`config.mk`:
```
export PLATFORM = sky130hd
export DESIGN_NAME = gat_mem_top
export DESIGN_NICKNAME = d
export VERILOG_FILES = /design/src/rtl/gat_pkg.sv /design/src/rtl/axil_load_port.sv /design/src/rtl/bram.sv /design/src/rtl/gat_mem_top.sv /design/src/rtl/memory_controller.sv /design/src/rtl/wh_engine.sv
export SDC_FILE = /design/constraint.sdc
export NUM_CORES = 2
export LEC_CHECK = 0
export BUFFER_PORTS_ARGS = -buffer_cell sky130_fd_sc_hd__buf_2
export CAP_MARGIN = 20
export CORE_UTILIZATION = 45
export CTS_CLUSTER_DIAMETER = 50
export DETAILED_ROUTE_END_ITERATION = 8
export GPL_TIMING_DRIVEN = 0
export HOLD_SLACK_MARGIN = 0.12
export PLACE_DENSITY = 0.68
export REMOVE_ABC_BUFFERS = 1
export SLEW_MARGIN = 25
export SYNTH_ARGS = -nofsm -noshare
export SYNTH_HDL_FRONTEND = slang
export SYNTH_HIERARCHICAL = 1
export SYNTH_SLANG_ARGS = --single-unit
```
`constraint.sdc`:
```
create_clock -name clk -period 6.2 [get_ports clk]
set_input_delay 0.62 -clock clk [delete_from_list [all_inputs] [get_ports clk]]
set_output_delay 0.62 -clock clk [all_outputs]
set_load 0.02 [all_outputs]
```
`src/rtl/gat_pkg.sv`:
```
// ==========================================================
// GAT memory subsystem shared definitions
// Sizes, value types, host address map and bundle structs
// ==========================================================
package gat_pkg;

  // Problem sizes
  localparam int DATA_WIDTH        = 8;
  localparam int NUM_FEATURE_IN    = 8;
  localparam int NUM_FEATURE_OUT   = 2;
  localparam int TOTAL_NODES       = 8;
  localparam int H_NUM_SPARSE_DATA = 32;
  localparam int WH_DATA_WIDTH     = 20;
  localparam int NUM_LAYERS        = 2;

  // Derived widths and depths
  localparam int COL_IDX_WIDTH    = $clog2(NUM_FEATURE_IN);
  localparam int ROW_LEN_WIDTH    = $clog2(NUM_FEATURE_IN + 1);
  localparam int H_DATA_ADDR_W    = $clog2(H_NUM_SPARSE_DATA);
  localparam int NODE_INFO_ADDR_W = $clog2(TOTAL_NODES);
  localparam int WEIGHT_DEPTH     = NUM_LAYERS * NUM_FEATURE_IN;
  localparam int WEIGHT_ADDR_W    = $clog2(WEIGHT_DEPTH);
  localparam int WH_WORDS         = TOTAL_NODES * NUM_FEATURE_OUT;
  localparam int LOAD_ADDR_W      = H_DATA_ADDR_W;

  // ==========================================================
  // Host address map, byte offsets
  // ==========================================================
  localparam int AXI_ADDR_W     = 12;
  localparam int ADDR_CTRL      = 'h000;
  localparam int ADDR_STATUS    = 'h004;
  localparam int ADDR_NODE_BASE = 'h100;
  localparam int ADDR_H_BASE    = 'h200;
  localparam int ADDR_WGT_BASE  = 'h400;
  localparam int ADDR_WH_BASE   = 'h800;

  localparam logic [1:0] RESP_OKAY   = 2'b00;
  localparam logic [1:0] RESP_SLVERR = 2'b10;

  typedef logic signed [DATA_WIDTH-1:0]    data_t;
  typedef logic [COL_IDX_WIDTH-1:0]        col_idx_t;
  typedef logic [ROW_LEN_WIDTH-1:0]        row_len_t;
  typedef logic signed [WH_DATA_WIDTH-1:0] wh_elem_t;
  typedef logic [H_DATA_ADDR_W-1:0]        h_addr_t;
  typedef logic [NODE_INFO_ADDR_W-1:0]     node_addr_t;
  typedef logic [WEIGHT_ADDR_W-1:0]        wgt_addr_t;

  typedef enum logic [1:0] {
    SEL_H_DATA,
    SEL_NODE_INFO,
    SEL_WEIGHT
  } store_sel_e;

  // Value in the upper bits, column below it
  typedef struct packed {
    data_t    value;
    col_idx_t col;
  } h_entry_t;

  // Element 0 in the low byte
  typedef struct packed {
    data_t [NUM_FEATURE_OUT-1:0] w;
  } wgt_row_t;

  typedef struct packed {
    wh_elem_t [NUM_FEATURE_OUT-1:0] f;
  } wh_row_t;

  typedef struct packed {
    logic                   valid;
    store_sel_e             sel;
    logic [LOAD_ADDR_W-1:0] addr;
    logic [31:0]            data;
  } load_req_t;

endpackage

```
`src/rtl/axil_load_port.sv`:
```
// ==========================================================
// AXI4-Lite slave for the GAT memory subsystem
// Turns host writes into store loads, serves control,
// status and WH result reads
// ==========================================================
`timescale 1ns/1ps

module axil_load_port (
  input  logic                           clk,
  input  logic                           rst_n,
  input  logic [gat_pkg::AXI_ADDR_W-1:0] awaddr,
  input  logic                           awvalid,
  output logic                           awready,
  input  logic [31:0]                    wdata,
  input  logic                           wvalid,
  output logic                           wready,
  output logic [1:0]                     bresp,
  output logic                           bvalid,
  input  logic                           bready,
  input  logic [gat_pkg::AXI_ADDR_W-1:0] araddr,
  input  logic                           arvalid,
  output logic                           arready,
  output logic [31:0]                    rdata,
  output logic [1:0]                     rresp,
  output logic                           rvalid,
  input  logic                           rready,
  output gat_pkg::load_req_t             load_req,
  output logic                           start,
  output logic                           gat_layer,
  input  logic                           busy,
  input  logic                           done_pulse,
  output gat_pkg::node_addr_t            wh_rd_addr,
  input  gat_pkg::wh_row_t               wh_rd_row
);

  import gat_pkg::*;

  typedef enum logic {
    RD_IDLE,
    RD_WAIT
  } rd_state_e;

  rd_state_e             rd_state;
  logic                  wr_hs;
  logic                  rd_hs;
  logic                  wr_ctrl;
  logic                  wr_status;
  logic                  wr_store;
  logic                  wr_err;
  store_sel_e            wr_sel;
  logic                  done;
  logic [AXI_ADDR_W-1:0] rd_addr_q;
  logic [31:0]           rd_data;
  logic                  rd_err;

  function automatic logic in_region(input logic [AXI_ADDR_W-1:0] addr,
                                     input int base, input int words);
    return (int'(addr) >= base) && (int'(addr) < base + 4 * words);
  endfunction

  // ==========================================================
  // Write channel
  // ==========================================================
  assign wr_hs   = awvalid && wvalid && !bvalid;
  assign awready = wr_hs;
  assign wready  = wr_hs;

  assign wr_ctrl   = (int'(awaddr) == ADDR_CTRL);
  assign wr_status = (int'(awaddr) == ADDR_STATUS);

  always_comb begin
    wr_store = 1'b1;
    wr_sel   = SEL_H_DATA;
    if (in_region(awaddr, ADDR_NODE_BASE, TOTAL_NODES)) begin
      wr_sel = SEL_NODE_INFO;
    end else if (in_region(awaddr, ADDR_WGT_BASE, WEIGHT_DEPTH)) begin
      wr_sel = SEL_WEIGHT;
    end else if (!in_region(awaddr, ADDR_H_BASE, H_NUM_SPARSE_DATA)) begin
      wr_store = 1'b0;
    end
  end

  // Unmapped, or touching stores and start during a run
  assign wr_err = !(wr_ctrl || wr_status || wr_store) || (busy && (wr_ctrl || wr_store));

  always_ff @(posedge clk) begin
    if (!rst_n) begin
      bvalid         <= 1'b0;
      bresp          <= RESP_OKAY;
      start          <= 1'b0;
      gat_layer      <= 1'b0;
      done           <= 1'b0;
      load_req.valid <= 1'b0;
    end else begin
      start          <= 1'b0;
      load_req.valid <= 1'b0;
      if (bvalid && bready) begin
        bvalid <= 1'b0;
      end
      if (done_pulse) begin
        done <= 1'b1;
      end
      if (wr_hs) begin
        bvalid        <= 1'b1;
        bresp         <= wr_err ? RESP_SLVERR : RESP_OKAY;
        load_req.sel  <= wr_sel;
        load_req.addr <= awaddr[2 +: LOAD_ADDR_W];
        load_req.data <= wdata;
        if (!wr_err && wr_store) begin
          load_req.valid <= 1'b1;
        end
        if (!wr_err && wr_ctrl) begin
          start     <= wdata[0];
          gat_layer <= wdata[1];
          if (wdata[0]) begin
            done <= 1'b0;
          end
        end
      end
    end
  end

  // ==========================================================
  // Read channel
  // ==========================================================
  assign arready = (rd_state == RD_IDLE) && !rvalid;
  assign rd_hs   = arvalid && arready;

  // WH word index is node * 2 + feature
  assign wh_rd_addr = araddr[3 +: NODE_INFO_ADDR_W];

  always_comb begin
    rd_data = '0;
    rd_err  = 1'b0;
    if (int'(rd_addr_q) == ADDR_CTRL) begin
      rd_data[1] = gat_layer;
    end else if (int'(rd_addr_q) == ADDR_STATUS) begin
      rd_data[1:0] = {done, busy};
    end else if (in_region(rd_addr_q, ADDR_WH_BASE, WH_WORDS)) begin
      rd_data = 32'(wh_rd_row.f[rd_addr_q[2]]);
    end else begin
      rd_err = 1'b1;
    end
  end

  always_ff @(posedge clk) begin
    if (!rst_n) begin
      rd_state <= RD_IDLE;
      rvalid   <= 1'b0;
      rresp    <= RESP_OKAY;
      rdata    <= '0;
    end else begin
      if (rvalid && rready) begin
        rvalid <= 1'b0;
      end
      case (rd_state)
        RD_IDLE: begin
          if (rd_hs) begin
            rd_addr_q <= araddr;
            rd_state  <= RD_WAIT;
          end
        end
        RD_WAIT: begin
          rvalid   <= 1'b1;
          rresp    <= rd_err ? RESP_SLVERR : RESP_OKAY;
          rdata    <= rd_data;
          rd_state <= RD_IDLE;
        end
        default: rd_state <= RD_IDLE;
      endcase
    end
  end

  a_bvalid_hold: assert property (@(posedge clk) disable iff (!rst_n)
    bvalid && !bready |=> bvalid && $stable(bresp));

  a_rvalid_hold: assert property (@(posedge clk) disable iff (!rst_n)
    rvalid && !rready |=> rvalid && $stable(rdata) && $stable(rresp));

endmodule

```
`src/rtl/bram.sv`:
```
// ==========================================================
// Simple dual-port block RAM
// One write port, one registered read port
// ==========================================================
`timescale 1ns/1ps

module bram #(
  parameter int DATA_WIDTH = 8,
  parameter int DEPTH      = 16
) (
  input  logic                     clk,
  input  logic                     rst_n,
  input  logic [DATA_WIDTH-1:0]    din,
  input  logic [$clog2(DEPTH)-1:0] addra,
  input  logic                     ena,
  input  logic [$clog2(DEPTH)-1:0] addrb,
  output logic [DATA_WIDTH-1:0]    dout
);

  logic [DATA_WIDTH-1:0] mem [DEPTH];

  always_ff @(posedge clk) begin
    if (ena) begin
      mem[addra] <= din;
    end
  end

  // Read data lands one cycle after the address
  always_ff @(posedge clk) begin
    if (!rst_n) begin
      dout <= '0;
    end else begin
      dout <= mem[addrb];
    end
  end

  a_write_in_range: assert property (@(posedge clk) disable iff (!rst_n)
    ena |-> (addra < DEPTH));

endmodule

```
`src/rtl/gat_mem_top.sv`:
```
// ==========================================================
// GAT memory subsystem top level
// Host bus port, memory controller and WH engine
// ==========================================================
`timescale 1ns/1ps

module gat_mem_top (
  input  logic                           clk,
  input  logic                           rst_n,
  input  logic [gat_pkg::AXI_ADDR_W-1:0] awaddr,
  input  logic                           awvalid,
  output logic                           awready,
  input  logic [31:0]                    wdata,
  input  logic                           wvalid,
  output logic                           wready,
  output logic [1:0]                     bresp,
  output logic                           bvalid,
  input  logic                           bready,
  input  logic [gat_pkg::AXI_ADDR_W-1:0] araddr,
  input  logic                           arvalid,
  output logic                           arready,
  output logic [31:0]                    rdata,
  output logic [1:0]                     rresp,
  output logic                           rvalid,
  input  logic                           rready
);

  import gat_pkg::*;

  load_req_t  load_req;
  logic       start;
  logic       gat_layer;
  logic       busy;
  logic       done_pulse;
  node_addr_t wh_rd_addr;
  wh_row_t    wh_rd_row;
  node_addr_t node_addr;
  row_len_t   node_info;
  h_addr_t    h_addr;
  h_entry_t   h_entry;
  col_idx_t   wgt_row_addr;
  wgt_row_t   wgt_row;
  logic       wh_wr_en;
  node_addr_t wh_wr_addr;
  wh_row_t    wh_wr_row;

  axil_load_port load_port_i (
    .clk        (clk),
    .rst_n      (rst_n),
    .awaddr     (awaddr),
    .awvalid    (awvalid),
    .awready    (awready),
    .wdata      (wdata),
    .wvalid     (wvalid),
    .wready     (wready),
    .bresp      (bresp),
    .bvalid     (bvalid),
    .bready     (bready),
    .araddr     (araddr),
    .arvalid    (arvalid),
    .arready    (arready),
    .rdata      (rdata),
    .rresp      (rresp),
    .rvalid     (rvalid),
    .rready     (rready),
    .load_req   (load_req),
    .start      (start),
    .gat_layer  (gat_layer),
    .busy       (busy),
    .done_pulse (done_pulse),
    .wh_rd_addr (wh_rd_addr),
    .wh_rd_row  (wh_rd_row)
  );

  memory_controller mem_ctrl_i (
    .clk          (clk),
    .rst_n        (rst_n),
    .gat_layer    (gat_layer),
    .load_req     (load_req),
    .node_addr    (node_addr),
    .node_info    (node_info),
    .h_addr       (h_addr),
    .h_entry      (h_entry),
    .wgt_row_addr (wgt_row_addr),
    .wgt_row      (wgt_row),
    .wh_wr_en     (wh_wr_en),
    .wh_wr_addr   (wh_wr_addr),
    .wh_wr_row    (wh_wr_row),
    .wh_rd_addr   (wh_rd_addr),
    .wh_rd_row    (wh_rd_row)
  );

  wh_engine wh_engine_i (
    .clk          (clk),
    .rst_n        (rst_n),
    .start        (start),
    .busy         (busy),
    .done_pulse   (done_pulse),
    .node_addr    (node_addr),
    .node_info    (node_info),
    .h_addr       (h_addr),
    .h_entry      (h_entry),
    .wgt_row_addr (wgt_row_addr),
    .wgt_row      (wgt_row),
    .wh_wr_en     (wh_wr_en),
    .wh_wr_addr   (wh_wr_addr),
    .wh_wr_row    (wh_wr_row)
  );

endmodule

```
`src/rtl/memory_controller.sv`:
```
// ==========================================================
// GAT memory controller
// H data, node info, weight and WH block RAMs, with
// host load steering and layer-banked weight reads
// ==========================================================
`timescale 1ns/1ps

module memory_controller (
  input  logic                clk,
  input  logic                rst_n,
  input  logic                gat_layer,
  input  gat_pkg::load_req_t  load_req,
  input  gat_pkg::node_addr_t node_addr,
  output gat_pkg::row_len_t   node_info,
  input  gat_pkg::h_addr_t    h_addr,
  output gat_pkg::h_entry_t   h_entry,
  input  gat_pkg::col_idx_t   wgt_row_addr,
  output gat_pkg::wgt_row_t   wgt_row,
  input  logic                wh_wr_en,
  input  gat_pkg::node_addr_t wh_wr_addr,
  input  gat_pkg::wh_row_t    wh_wr_row,
  input  gat_pkg::node_addr_t wh_rd_addr,
  output gat_pkg::wh_row_t    wh_rd_row
);

  import gat_pkg::*;

  logic      h_we;
  logic      node_we;
  logic      wgt_we;
  wgt_addr_t wgt_rd_addr;

  assign h_we    = load_req.valid && (load_req.sel == SEL_H_DATA);
  assign node_we = load_req.valid && (load_req.sel == SEL_NODE_INFO);
  assign wgt_we  = load_req.valid && (load_req.sel == SEL_WEIGHT);

  // Layer picks the upper half of the weight store
  assign wgt_rd_addr = {gat_layer, wgt_row_addr};

  // ==========================================================
  // Block RAMs
  // ==========================================================
  bram #(
    .DATA_WIDTH ($bits(h_entry_t)),
    .DEPTH      (H_NUM_SPARSE_DATA)
  ) h_data_bram_i (
    .clk   (clk),
    .rst_n (rst_n),
    .din   (load_req.data[$bits(h_entry_t)-1:0]),
    .addra (load_req.addr[H_DATA_ADDR_W-1:0]),
    .ena   (h_we),
    .addrb (h_addr),
    .dout  (h_entry)
  );

  bram #(
    .DATA_WIDTH (ROW_LEN_WIDTH),
    .DEPTH      (TOTAL_NODES)
  ) node_info_bram_i (
    .clk   (clk),
    .rst_n (rst_n),
    .din   (load_req.data[ROW_LEN_WIDTH-1:0]),
    .addra (load_req.addr[NODE_INFO_ADDR_W-1:0]),
    .ena   (node_we),
    .addrb (node_addr),
    .dout  (node_info)
  );

  bram #(
    .DATA_WIDTH ($bits(wgt_row_t)),
    .DEPTH      (WEIGHT_DEPTH)
  ) wgt_bram_i (
    .clk   (clk),
    .rst_n (rst_n),
    .din   (load_req.data[$bits(wgt_row_t)-1:0]),
    .addra (load_req.addr[WEIGHT_ADDR_W-1:0]),
    .ena   (wgt_we),
    .addrb (wgt_rd_addr),
    .dout  (wgt_row)
  );

  bram #(
    .DATA_WIDTH ($bits(wh_row_t)),
    .DEPTH      (TOTAL_NODES)
  ) wh_bram_i (
    .clk   (clk),
    .rst_n (rst_n),
    .din   (wh_wr_row),
    .addra (wh_wr_addr),
    .ena   (wh_wr_en),
    .addrb (wh_rd_addr),
    .dout  (wh_rd_row)
  );

endmodule

```
`src/rtl/wh_engine.sv`:
```
// ==========================================================
// WH engine
// Walks the sparse H rows node by node and accumulates
// one WH = H x W row per node into the WH store
// ==========================================================
`timescale 1ns/1ps

module wh_engine (
  input  logic                clk,
  input  logic                rst_n,
  input  logic                start,
  output logic                busy,
  output logic                done_pulse,
  output gat_pkg::node_addr_t node_addr,
  input  gat_pkg::row_len_t   node_info,
  output gat_pkg::h_addr_t    h_addr,
  input  gat_pkg::h_entry_t   h_entry,
  output gat_pkg::col_idx_t   wgt_row_addr,
  input  gat_pkg::wgt_row_t   wgt_row,
  output logic                wh_wr_en,
  output gat_pkg::node_addr_t wh_wr_addr,
  output gat_pkg::wh_row_t    wh_wr_row
);

  import gat_pkg::*;

  typedef enum logic [2:0] {
    S_IDLE,
    S_READ_INFO,
    S_WAIT_INFO,
    S_READ_ENTRY,
    S_WAIT_WEIGHT,
    S_ACCUMULATE,
    S_WRITE_ROW
  } state_e;

  state_e                      state;
  node_addr_t                  node;
  logic [H_DATA_ADDR_W:0]      ptr;
  row_len_t                    remaining;
  data_t                       entry_val;
  wh_row_t                     acc;
  logic                        last_node;
  logic signed [2*DATA_WIDTH-1:0] prod [NUM_FEATURE_OUT];

  assign busy         = (state != S_IDLE);
  assign last_node    = (node == node_addr_t'(TOTAL_NODES - 1));
  assign node_addr    = node;
  assign h_addr       = ptr[H_DATA_ADDR_W-1:0];
  // Column straight from the H RAM output
  assign wgt_row_addr = h_entry.col;
  assign wh_wr_en     = (state == S_WRITE_ROW);
  assign wh_wr_addr   = node;
  assign wh_wr_row    = acc;
  assign done_pulse   = wh_wr_en && last_node;

  always_comb begin
    for (int i = 0; i < NUM_FEATURE_OUT; i++) begin
      prod[i] = entry_val * wgt_row.w[i];
    end
  end

  // ==========================================================
  // Control FSM
  // ==========================================================
  always_ff @(posedge clk) begin
    if (!rst_n) begin
      state     <= S_IDLE;
      node      <= '0;
      ptr       <= '0;
      remaining <= '0;
    end else begin
      case (state)
        S_IDLE: begin
          if (start) begin
            node  <= '0;
            ptr   <= '0;
            state <= S_READ_INFO;
          end
        end
        S_READ_INFO: state <= S_WAIT_INFO;
        S_WAIT_INFO: begin
          remaining <= node_info;
          acc       <= '0;
          // Empty row goes straight to a zero write
          state     <= (node_info == '0) ? S_WRITE_ROW : S_READ_ENTRY;
        end
        S_READ_ENTRY: state <= S_WAIT_WEIGHT;
        S_WAIT_WEIGHT: begin
          entry_val <= h_entry.value;
          state     <= S_ACCUMULATE;
        end
        S_ACCUMULATE: begin
          for (int i = 0; i < NUM_FEATURE_OUT; i++) begin
            acc.f[i] <= acc.f[i] + wh_elem_t'(prod[i]);
          end
          ptr       <= ptr + 1'b1;
          remaining <= remaining - 1'b1;
          state     <= (remaining == row_len_t'(1)) ? S_WRITE_ROW : S_READ_ENTRY;
        end
        S_WRITE_ROW: begin
          if (last_node) begin
            state <= S_IDLE;
          end else begin
            node  <= node + 1'b1;
            state <= S_READ_INFO;
          end
        end
        default: state <= S_IDLE;
      endcase
    end
  end

  // Row lengths loaded by the host must fit the sparse store
  a_ptr_in_range: assert property (@(posedge clk) disable iff (!rst_n)
    busy |-> (ptr <= H_NUM_SPARSE_DATA));

endmodule

```
==> impl_results.md <==
* GPL Wtd Cong at roughly 0.81
* Vias per cell at about 5.5
* Final slew viol count at 0
* Wire length per cell at about 22 µm
* Crit share post-route at 0.940
* Clock power frac at 0.396
* Starting Density at 0.456
* Placed instance area at between 50000 and 60000 µm²
* Relative slew slack at 0.289
* IO Port Bufs at 85
* Die height at about 340 µm
* RSZ-0062 raised after global routing: no
* Max-Cap Viols at 0
* DR iter-0 viols at 2183
* Area Overhead vs Synth at 13.7%
* Syn. warnings at 6
* Period minus WS final at ~5.8 ns
* Root Buffer: clkbuf_16
* Vias in the first global route at around 27000
* Setup violations, final at 0
* Layout cells sized above 1 at 0.206
* DR pass1 iterations at 5
* CTS clock-pin slew for the worst setup and hold paths at 0.06 ns
* Run status: finished, final reports clean
* Drt drc at 0
* Clock tree buffer depth at 3
* Post-route cell area at 58700 µm²
* Worst-margin pin slew at 1.06 ns
* Crit path max fanout at 16
* Reg power frac at 0.482
* Drt total wl at ~110000 µm
* Crit start category: register
* Die width at between 300 and 400 µm
* # rows at approximately 120
* FMAX at between 150 and 200 MHz
* HP Class: primary input to register
* Switch Pwr at about 0.0042 W
* Kind of end point of the critical path: register
* Layout net count at roughly 3600
* Pin count of the biggest net entering global routing at 62
* VDD IR max at around 0.00022 V
* ANT nets after route at 0
* Synth Instances at 3060
* Synth Cell Area at a little over 50000 µm²
* Pwr per Cell Area at 300 nW/µm²
* Setup repair bufs after CTS at 0
* H-tree depth at 3
* Antenna violations before repair at 3
* Internal power at between 0.01 and 0.015 W
* Worst-skew pair later-pin latency at 0.73 ns
* P_leak at roughly 21 nW
* Cell Count Post-Placement at 4580
* Die Footprint at ~120000 µm²
* Combinational share of power at 0.121
* CTS buffer count at 120
* Required @ worst endpoint at about 6.7 ns
* Final hold violations at 0
* Core area at 113000 µm²
* Overall Global Routing Usage at 0.187
* Sw Ratio at 0.238
* WS Path Type: register to register
* Global-route wire length before repair at roughly 170000 µm
* Total congestion overflow at 0
* Layout Cells excl Fill at around 4800
* CTS tree: yes
* Setup Skew at 0.0591 ns
* Crit path DAT at ~6.3 ns
* Via count at 26484
* Post-DP HPWL at slightly above 70000 µm
* Syn avg cell area at around 17 µm²
* IO Pins at between 100 and 150
* CTS sink cnt at ~1200
## metrics by stage
stage / worst slack (ns) / util / hold WS [ns] / TNS, ns / total power, W
2_1_floorplan: 0.893 / - / 0.386 / 0 / 0.0103
3_3_place_gp: -1.22 / 0.467 / 0.386 / -107.28 / 0.0107
3_5_place_dp: 0.0266 / 0.481 / 0.389 / 0 / 0.0108
4_1_cts: 0.0187 / 0.518 / 0.129 / 0 / 0.0178
5_1_grt: 0.0162 / 0.519 / 0.157 / 0 / 0.0183
6_report: 0.370 / 0.519 / 0.178 / 0 / 0.0176
## repair_timing
| item | CTS | global route |
|---|---|---|
| endpoints found under the setup margin | 1 | 9 |
| hold endpoints to repair | 32 | 0 |
| resized for setup | 1 | 1 |
| hold buffers | 32 | 0 |
## sequential cells by signal (all words and copies together), names as in the netlist, 3 cells and up
| register | cells |
|---|---|
| mem_ctrl_i/h_data_bram_i/mem | 352 |
| mem_ctrl_i/wh_bram_i/mem | 320 |
| mem_ctrl_i/wgt_bram_i/mem | 256 |
| mem_ctrl_i/wh_bram_i/dout | 40 |
| wh_engine_i/wh_wr_row | 40 |
| mem_ctrl_i/node_info_bram_i/mem | 32 |
| load_port_i/load_req | 24 |
| load_port_i/rdata | 20 |
| mem_ctrl_i/wgt_bram_i/dout | 16 |
| load_port_i/rd_addr_q | 12 |
| mem_ctrl_i/h_data_bram_i/dout | 11 |
| wh_engine_i/entry_val | 8 |
| wh_engine_i/ptr | 5 |
| mem_ctrl_i/node_info_bram_i/dout | 4 |
| wh_engine_i/remaining | 4 |
| wh_engine_i/node_addr | 3 |
| wh_engine_i/state | 3 |
## layer usage
metal	GRT usage	up-vias	routed length, µm
li1	-	11897	-
met1	0.255	13708	46400
met2	0.317	727	53900
met3	0.0270	150	5420
met4	0.0469	2	2090
met5	0	-	12
## cell type report
class / count / area (µm²)
clock inverter: 65 / 684
sequential: 1158 / 33600
clock buffer: 153 / 3180
timing repair buffer: 205 / 2180
inverter: 246 / 923
fill: 9015 / 54500
antenna: 1 / 2.50
tap: 1500 / 1880
multi-input combinational: 1503 / 16200
## final timing paths
check,start,endpoint,slack (ns),depth (start not counted)
setup reg to reg,wh_engine_i/entry_val[7]$_DFFE_PP_,wh_engine_i/wh_wr_row[37]$_SDFFCE_PN0P_,0.37,15
hold reg to reg,mem_ctrl_i/h_data_bram_i/dout[5]$_SDFF_PN0_,wh_engine_i/entry_val[2]$_DFFE_PP_,0.40,0
hold / removal,arvalid,load_port_i/rd_state$_SDFF_PP0_,0.18,2
setup / recovery,wh_engine_i/entry_val[7]$_DFFE_PP_,wh_engine_i/wh_wr_row[37]$_SDFFCE_PN0P_,0.37,15
## power groups by stage
| stage | Clock [W] | Combinational [W] | Sequential, W |
|---|---|---|---|
| after floorplan | 0 | 0.00161 | 0.00866 |
| after global placement | 0 | 0.00204 | 0.00870 |
| after detailed placement | 0 | 0.00211 | 0.00866 |
| after CTS | 0.00712 | 0.00215 | 0.00850 |
| after global routing | 0.00742 | 0.00242 | 0.00850 |
| final | 0.00698 | 0.00213 | 0.00850 |
## layout by cell type (no fill, tap or decap), types with 65 or more instances in the layout
master and n:
nor2_1 95, and2_1 73, nand2_1 127, clkbuf_16 121, inv_1 239, fa_1 176
mux2_2 65, ha_1 97, o21ai_0 72, buf_2 82, dfxtp_1 109, edfxtp_1 1043
mux2i_1 152, mux4_2 143
## worst max-delay path, stage by stage, from the launching register on
cell      delay (ns)
edfxtp_1        0.72
and2_2          0.57
inv_1           0.11
fa_1            0.50
inv_1           0.05
fa_1            0.47
fa_1            0.56
fa_1            0.43
fa_1            0.44
ha_1            0.34
o21ai_0         0.12
o21ai_0         0.38
nand3_1         0.23
a21boi_0        0.33
mux2i_1         0.23
nor2_1          0.05
Note: power is estimated with default switching activity, not from simulation.
